File: src/csr_pkg.sv
// Shared widths, slot indices, addresses and reset values of the machine-mode CSR unit.

package csr_pkg;

  // ********************
  // Widths and counts
  // ********************

  localparam int XLEN   = 64;  // CSR and pc width.
  localparam int CSR_AW = 12;  // CSR address width.
  localparam int NR_CSR = 4;   // Implemented CSRs.

  // ********************
  // Slot indices
  // ********************

  // Position of each CSR in the slot array and on the flattened buses.
  localparam int SLOT_MSTATUS = 0;
  localparam int SLOT_MTVEC   = 1;
  localparam int SLOT_MEPC    = 2;
  localparam int SLOT_MCAUSE  = 3;

  // ********************
  // CSR addresses
  // ********************

  localparam logic [CSR_AW-1:0] ADDR_MSTATUS = 12'h300;
  localparam logic [CSR_AW-1:0] ADDR_MTVEC   = 12'h305;
  localparam logic [CSR_AW-1:0] ADDR_MEPC    = 12'h341;
  localparam logic [CSR_AW-1:0] ADDR_MCAUSE  = 12'h342;

  // ********************
  // Fixed values
  // ********************

  // MPP = machine, SXL/UXL = 64 bit.
  // Loaded at reset and again by mret.
  localparam logic [XLEN-1:0] MSTATUS_INIT = 64'ha00001800;

  // Environment call from M-mode.
  localparam logic [XLEN-1:0] CAUSE_ECALL_M = 64'd11;

endpackage

File: src/csr_decode.sv
// Address decoder of the CSR unit, instantiated once by the top level.

`timescale 1ns/1ps

module csr_decode #(
  parameter int NR_P = csr_pkg::NR_CSR
) (
  input  logic [csr_pkg::CSR_AW-1:0] i_waddr,
  input  logic                       i_wen,
  input  logic [csr_pkg::CSR_AW-1:0] i_raddr,
  output logic [NR_P-1:0]            o_sw_we,
  output logic [NR_P-1:0]            o_rd_sel
);

  import csr_pkg::*;

  // Address held by a slot index.
  function automatic logic [CSR_AW-1:0] slot_addr(input int idx);
    logic [CSR_AW-1:0] addr;
    case (idx)
      SLOT_MSTATUS: addr = ADDR_MSTATUS;
      SLOT_MTVEC:   addr = ADDR_MTVEC;
      SLOT_MEPC:    addr = ADDR_MEPC;
      SLOT_MCAUSE:  addr = ADDR_MCAUSE;
      default:      addr = '0;
    endcase
    return addr;
  endfunction

  // ********************
  // Per-slot compare
  // ********************

  for (genvar i = 0; i < NR_P; i++) begin : g_dec
    logic w_hit;
    logic r_hit;

    if (i < NR_CSR) begin : g_known
      assign w_hit = (i_waddr == slot_addr(i));
      assign r_hit = (i_raddr == slot_addr(i));
    end else begin : g_spare
      // Slot without an address. Never selected.
      assign w_hit = 1'b0;
      assign r_hit = 1'b0;
    end

    assign o_sw_we[i]  = i_wen & w_hit;  // Qualified by the strobe.
    assign o_rd_sel[i] = r_hit;           // Strobe applied in the read mux.
  end

endmodule

File: src/csr_slot.sv
// One CSR register with a software write port and a priority trap write port.

`timescale 1ns/1ps

module csr_slot #(
  parameter int                     XLEN_P    = csr_pkg::XLEN,
  parameter logic [XLEN_P-1:0]      RESET_VAL = '0
) (
  input  logic              i_clk,
  input  logic              i_rst,
  input  logic              i_sw_we,
  input  logic [XLEN_P-1:0] i_sw_wdata,
  input  logic              i_hw_we,
  input  logic [XLEN_P-1:0] i_hw_wdata,
  output logic [XLEN_P-1:0] o_q
);

  logic [XLEN_P-1:0] q;

  // ********************
  // Register
  // ********************

  always_ff @(posedge i_clk) begin
    if (i_rst) begin
      q <= RESET_VAL;
    end else if (i_hw_we) begin
      // Trap update wins over a software write in the same cycle.
      q <= i_hw_wdata;
    end else if (i_sw_we) begin
      q <= i_sw_wdata;
    end
  end

  assign o_q = q;  // Visible one cycle after the write.

endmodule

File: src/csr_trap_ctrl.sv
// Trap-side CSR updates and pc redirect for ecall and mret, used by the CSR unit top.

`timescale 1ns/1ps

module csr_trap_ctrl #(
  parameter int XLEN_P = csr_pkg::XLEN,
  parameter int NR_P   = csr_pkg::NR_CSR
) (
  input  logic                     i_ecall,
  input  logic                     i_mret,
  input  logic [XLEN_P-1:0]        i_epc,
  input  logic [XLEN_P-1:0]        i_mtvec,
  input  logic [XLEN_P-1:0]        i_mepc,
  output logic [NR_P-1:0]          o_hw_we,
  output logic [NR_P*XLEN_P-1:0]   o_hw_wdata,
  output logic [XLEN_P-1:0]        o_nextpc,
  output logic                     o_change_pc
);

  import csr_pkg::*;

  localparam logic [XLEN_P-1:0] STATUS_VAL = XLEN_P'(MSTATUS_INIT);
  localparam logic [XLEN_P-1:0] CAUSE_VAL  = XLEN_P'(CAUSE_ECALL_M);

  // ********************
  // Trap decisions
  // ********************

  always_comb begin
    o_hw_we     = '0;
    o_hw_wdata  = '0;
    o_nextpc    = '0;
    o_change_pc = 1'b0;

    if (i_ecall) begin
      // Save the trapping pc and cause, jump to the handler.
      o_hw_we[SLOT_MEPC]                            = 1'b1;
      o_hw_wdata[SLOT_MEPC*XLEN_P +: XLEN_P]        = i_epc;
      o_hw_we[SLOT_MCAUSE]                          = 1'b1;
      o_hw_wdata[SLOT_MCAUSE*XLEN_P +: XLEN_P]      = CAUSE_VAL;
      o_nextpc    = i_mtvec;  // Value before this edge's update.
      o_change_pc = 1'b1;
    end else if (i_mret) begin
      // Restore status, return to the saved pc.
      o_hw_we[SLOT_MSTATUS]                         = 1'b1;
      o_hw_wdata[SLOT_MSTATUS*XLEN_P +: XLEN_P]     = STATUS_VAL;
      o_nextpc    = i_mepc;
      o_change_pc = 1'b1;
    end
  end

endmodule

File: src/csr_read_mux.sv
// Read multiplexer that drives the selected CSR onto the read bus of the CSR unit.

`timescale 1ns/1ps

module csr_read_mux #(
  parameter int XLEN_P = csr_pkg::XLEN,
  parameter int NR_P   = csr_pkg::NR_CSR
) (
  input  logic [NR_P*XLEN_P-1:0] i_slot_q,
  input  logic [NR_P-1:0]        i_rd_sel,
  input  logic                   i_ren,
  output logic [XLEN_P-1:0]      o_rdata
);

  logic [XLEN_P-1:0] sel_data;

  // ********************
  // AND-OR select
  // ********************

  // Select is one-hot or empty, so OR of masked slots is the value.
  always_comb begin
    sel_data = '0;
    for (int i = 0; i < NR_P; i++) begin
      sel_data = sel_data | (i_slot_q[i*XLEN_P +: XLEN_P] & {XLEN_P{i_rd_sel[i]}});
    end
  end

  // Zero when no read is requested.
  assign o_rdata = i_ren ? sel_data : '0;

endmodule

File: src/csr_unit.sv
// Top level of the machine-mode CSR unit, instantiated by the core or the testbench.

`timescale 1ns/1ps

module csr_unit (
  input  logic                       i_clk,
  input  logic                       i_rst,
  input  logic [csr_pkg::CSR_AW-1:0] i_raddr,
  input  logic                       i_ren,
  input  logic [csr_pkg::CSR_AW-1:0] i_waddr,
  input  logic                       i_wen,
  input  logic [csr_pkg::XLEN-1:0]   i_wdata,
  input  logic [csr_pkg::XLEN-1:0]   i_epc,
  input  logic                       i_ecall,
  input  logic                       i_mret,
  output logic [csr_pkg::XLEN-1:0]   o_rdata,
  output logic [csr_pkg::XLEN-1:0]   o_nextpc,
  output logic                       o_change_pc
);

  import csr_pkg::*;

  localparam int XLEN_P = XLEN;
  localparam int NR_P   = NR_CSR;

  logic [NR_P-1:0]        sw_we;
  logic [NR_P-1:0]        rd_sel;
  logic [NR_P-1:0]        hw_we;
  logic [NR_P*XLEN_P-1:0] hw_wdata;
  logic [NR_P*XLEN_P-1:0] slot_q;

  // ********************
  // Address decode
  // ********************

  csr_decode #(
    .NR_P (NR_P)
  ) u_decode (
    .i_waddr  (i_waddr),
    .i_wen    (i_wen),
    .i_raddr  (i_raddr),
    .o_sw_we  (sw_we),
    .o_rd_sel (rd_sel)
  );

  // ********************
  // CSR slots
  // ********************

  for (genvar i = 0; i < NR_P; i++) begin : g_slot
    // Only mstatus comes out of reset nonzero.
    localparam logic [XLEN_P-1:0] RST_VAL =
      (i == SLOT_MSTATUS) ? XLEN_P'(MSTATUS_INIT) : '0;

    csr_slot #(
      .XLEN_P    (XLEN_P),
      .RESET_VAL (RST_VAL)
    ) u_slot (
      .i_clk      (i_clk),
      .i_rst      (i_rst),
      .i_sw_we    (sw_we[i]),
      .i_sw_wdata (i_wdata),
      .i_hw_we    (hw_we[i]),
      .i_hw_wdata (hw_wdata[i*XLEN_P +: XLEN_P]),
      .o_q        (slot_q[i*XLEN_P +: XLEN_P])
    );
  end

  // ********************
  // Trap control
  // ********************

  csr_trap_ctrl #(
    .XLEN_P (XLEN_P),
    .NR_P   (NR_P)
  ) u_trap_ctrl (
    .i_ecall     (i_ecall),
    .i_mret      (i_mret),
    .i_epc       (i_epc),
    .i_mtvec     (slot_q[SLOT_MTVEC*XLEN_P +: XLEN_P]),
    .i_mepc      (slot_q[SLOT_MEPC*XLEN_P +: XLEN_P]),
    .o_hw_we     (hw_we),
    .o_hw_wdata  (hw_wdata),
    .o_nextpc    (o_nextpc),
    .o_change_pc (o_change_pc)
  );

  // Combinational read path.
  csr_read_mux #(
    .XLEN_P (XLEN_P),
    .NR_P   (NR_P)
  ) u_read_mux (
    .i_slot_q (slot_q),
    .i_rd_sel (rd_sel),
    .i_ren    (i_ren),
    .o_rdata  (o_rdata)
  );

endmodule

File: config.mk
export PLATFORM = sky130hd
export DESIGN_NAME = csr_unit
export DESIGN_NICKNAME = d
export VERILOG_FILES = /design/src/csr_pkg.sv /design/src/csr_decode.sv /design/src/csr_slot.sv /design/src/csr_trap_ctrl.sv /design/src/csr_read_mux.sv /design/src/csr_unit.sv
export SDC_FILE = /design/constraint.sdc
export NUM_CORES = 1
export LEC_CHECK = 0
export BUFFER_PORTS_ARGS = -buffer_cell sky130_fd_sc_hd__buf_4
export CORE_ASPECT_RATIO = 1.4
export CORE_MARGIN = 2
export CORE_UTILIZATION = 48
export DETAILED_ROUTE_END_ITERATION = 8
export PLACE_DENSITY = 0.82
export SYNTH_ARGS = -nofsm -noshare
export SYNTH_HDL_FRONTEND = slang
export SYNTH_SLANG_ARGS = --single-unit
File: constraint.sdc
create_clock -name i_clk -period 2.45 [get_ports i_clk]
set_input_delay 0.49 -clock i_clk [delete_from_list [all_inputs] [get_ports i_clk]]
set_output_delay 0.49 -clock i_clk [all_outputs]
set_load 0.005 [all_outputs]
==> metrics.cfg <==
[yosys]
synth.avg_cell_area_um2=8.13
postSynth.asyncResetShare_pct=0
post-synth-top-count-cell=nand2_1
post_synth_instance_area_um2=11300
synthTopCellsByArea=dfxtp_1 (45%), nand2_1 (15%), a22oi_1 (8.5%)
post_synth_most_frequent_cells=nand2_1 (450), dfxtp_1 (256), a21oi_1 (131)
syn_inst=1396
synth-warning-count=0
cell_variety_after_synth=32
synth.ff_latch_count=256
synth-seq-area-share_pct=45.2
syn_nets=1554
synthDominantCellAreaShare_pct=45.2
dominantRegCellSynth=dfxtp_1
synth_largest_area_cell=dfxtp_1
edff_count_synth=0

[final_layout]
stdcell_count=1966
largest_register_ff_count=256
drive_above_1_share_pct=26.4
multiInputGateArea_um2=5760
sequential_area_um2=5120
fin_nets=1800
area.growth.synth_to_final_pct=34.6
fillerInstances=1883
layout.cell_area.non_filler_um2=15300
antennaDiodeCount=0

[power_and_ir_drop]
irDropWorstVdd_mv=0.407
power_density_nw_per_um2=568
p_leak_nw=6.28

[global_routing]
grt_pass1_wl_um=62400
grt_pass1_vias=12005
track_usage_pct=31.1
antenna_found_initial=0
grt_max_degree=111
grt_remaining_overflow=0

[setup_path]
required_time_at_the_endpoint_of_the_critical_path_ns=1.96
critical_path.endpoint_type=primary output
timing.critical_path.slowest_stage_cell=or4bb_4
cpPeakStageDelay_ns=0.54
critical_path_buf_inv_count=4
path_delay_family=simple AND/OR/NAND/NOR gates
timing_worst_setup_path_type=in -> out
cp_max_fo=21
critPathLaunchType=input pin
worst_ep_arrival_ns=2.22
critical_path_cell_sequence=buf_8, or4bb_4, nor4_4, buf_12, buf_12, a22oi_1, nand2_1, buf_6
critical-path-top-cell-by-count=buf_12

[route]
dr.first_iter.drc_count=1012
route.antenna.remaining_nets=0
detail_route.wl_per_cell_um=20.8
detail_route.first_pass.iterations=5
vias=12229
wl_met1_um=15100
routed.top_layer=met4
drc_errors=0
postRouteWirelength_um=40800
met3_wirelength_um=3610
dr_wl_met2_um=20200
vias_per_cell=6.22

[placement]
placement.setup.worst_slack_ns=-0.292
dp_hpwl_um=24900
numPortBuffers=286
detailed_place.area_um2=14000
dp.cells=1908
gp_routability_congestion=0.872

[floorplanning]
core_region_area_um2=23200
num_io_pins=287
die_footprint_um2=24900
starting_density_of_the_core_pct=48.9
row_count=66
chipHeight_um=186
die-width_um=134

[timing]
layout_worst_path_cycle_share_pct=111
max_freq_ghz=0.368
fin_skew_ns=0
timing_worst_slew_pin_value_ns=1.15
finalSetupViolCount=64
timing.final.max_slew_violations=0
final_hold_viol_count=0
normalized_max_slew_margin_pct=23.4
final_period_minus_worst_setup_slack_ns=2.71
rsz0062_at_grt=yes
post_layout_worst_setup_margin_ns=-0.265

[cts]
clock_insertion_delay_at_the_later_pin_of_the_skew_report_ns=0.51
clock_transition_time_at_the_flip_flop_clock_pins_of_the_worst_setup_and_hold_paths_ns=0.07
cts_root_buffer=clkbuf_16
clock_buffers_created_by_tritoncts=25
clock_path_buffers=3
tritoncts=yes
cts_sinks=256
clock_tree.htree_level_count=1

[outcome]
violations=negative setup slack
status=complete, but fails checks

[run]
cap_viol_max_count=0

[min_path]
worst_hold_check_path_type=in -> reg

## final timing paths
kind / from / endpoint / slack (ns) / depth (start not counted)
max: i_raddr[2] / o_rdata[39] / -0.26 / 8
min: i_epc[5] / g_slot[2].u_slot.o_q[5]$_SDFFE_PP0P_ / 0.19 / 2
max reg2reg: g_slot[2].u_slot.o_q[22]$_SDFFE_PP0P_ / g_slot[2].u_slot.o_q[22]$_SDFFE_PP0P_ / 1.57 / 2
min reg2reg: g_slot[0].u_slot.o_q[40]$_SDFFE_PP0P_ / g_slot[0].u_slot.o_q[40]$_SDFFE_PP0P_ / 0.45 / 2
## logic make-up (layout without fill, tap and decap cells)
logic type / count (synthesis) / after routing / share of synthesized area (%)
buffers and inverters: 134 / 398 / 5.86
flip-flops: 256 / 256 / 45.2
AND/OR/NAND/NOR: 554 / 554 / 21.3
AO/OA/AOI/OAI: 452 / 452 / 27.6
## where the power goes
part	internal, mW	switching, mW	total, mW
registers	4.23	0.0547	4.28
clock network	2.07	1.65	3.72
logic	0.314	0.352	0.666
total	6.61	2.06	8.67
## cells in the final DEF, fill, tap and decap left out, types with 3 or more instances in the layout
cell       instances
buf_6             24
and3_1            61
buf_12            28
nor2_4             3
buf_4            288
dfxtp_1          256
nand2_2            5
a22oi_1          100
a22o_1            61
nor3_1             4
inv_1              4
clkinv_2           4
clkbuf_8           6
a22oi_2           28
o21ai_0           64
clkbuf_1           6
a211oi_1           6
nor2_1             6
a21oi_1          131
nor4_4             4
nand2_1          445
buf_8              4
a221o_1           61
clkbuf_16         26
nand3_1            5
## what timing repair did
| action | 4_1_cts | 5_1_grt |
|---|---|---|
| buffers inserted | 4 | 5 |
| endpoints found under the setup margin | 64 | 64 |
| gates cloned | 6 | 0 |
| resized for setup | 39 | 32 |
| pin swaps | 12 | 20 |
| endpoints found under the hold margin | 0 | 0 |
| hold buffers | 0 | 0 |
## routing by layer
metal,up-vias,track usage [%]
li1,5493,-
met1,5814,37.1
met2,782,53.3
met3,140,4.85
met4,0,17.6
met5,-,0
## per-stage QoR
stage	utilization, %	power, mW	setup TNS (ns)	hold slack [ns]
2_1_floorplan	-	4.60	0	0.436
3_3_place_gp	60.3	5.01	-12.69	0.441
3_5_place_dp	60.3	5.02	-13.53	0.446
4_1_cts	65.3	8.67	-12.65	0.183
5_1_grt	65.8	8.90	-16.81	0.185
6_report	65.8	8.67	-13.27	0.185
## final cells by class
type	count	share of cell area [%]
well taps	306	2.51
repair buffers	349	20.9
clock buffers	37	4.79
multi-input cells	1006	37.7
flip-flops and latches	256	33.6
clock inverters	8	0.344
inverters	4	0.0984
Note: power is estimated with default switching activity, not from simulation.
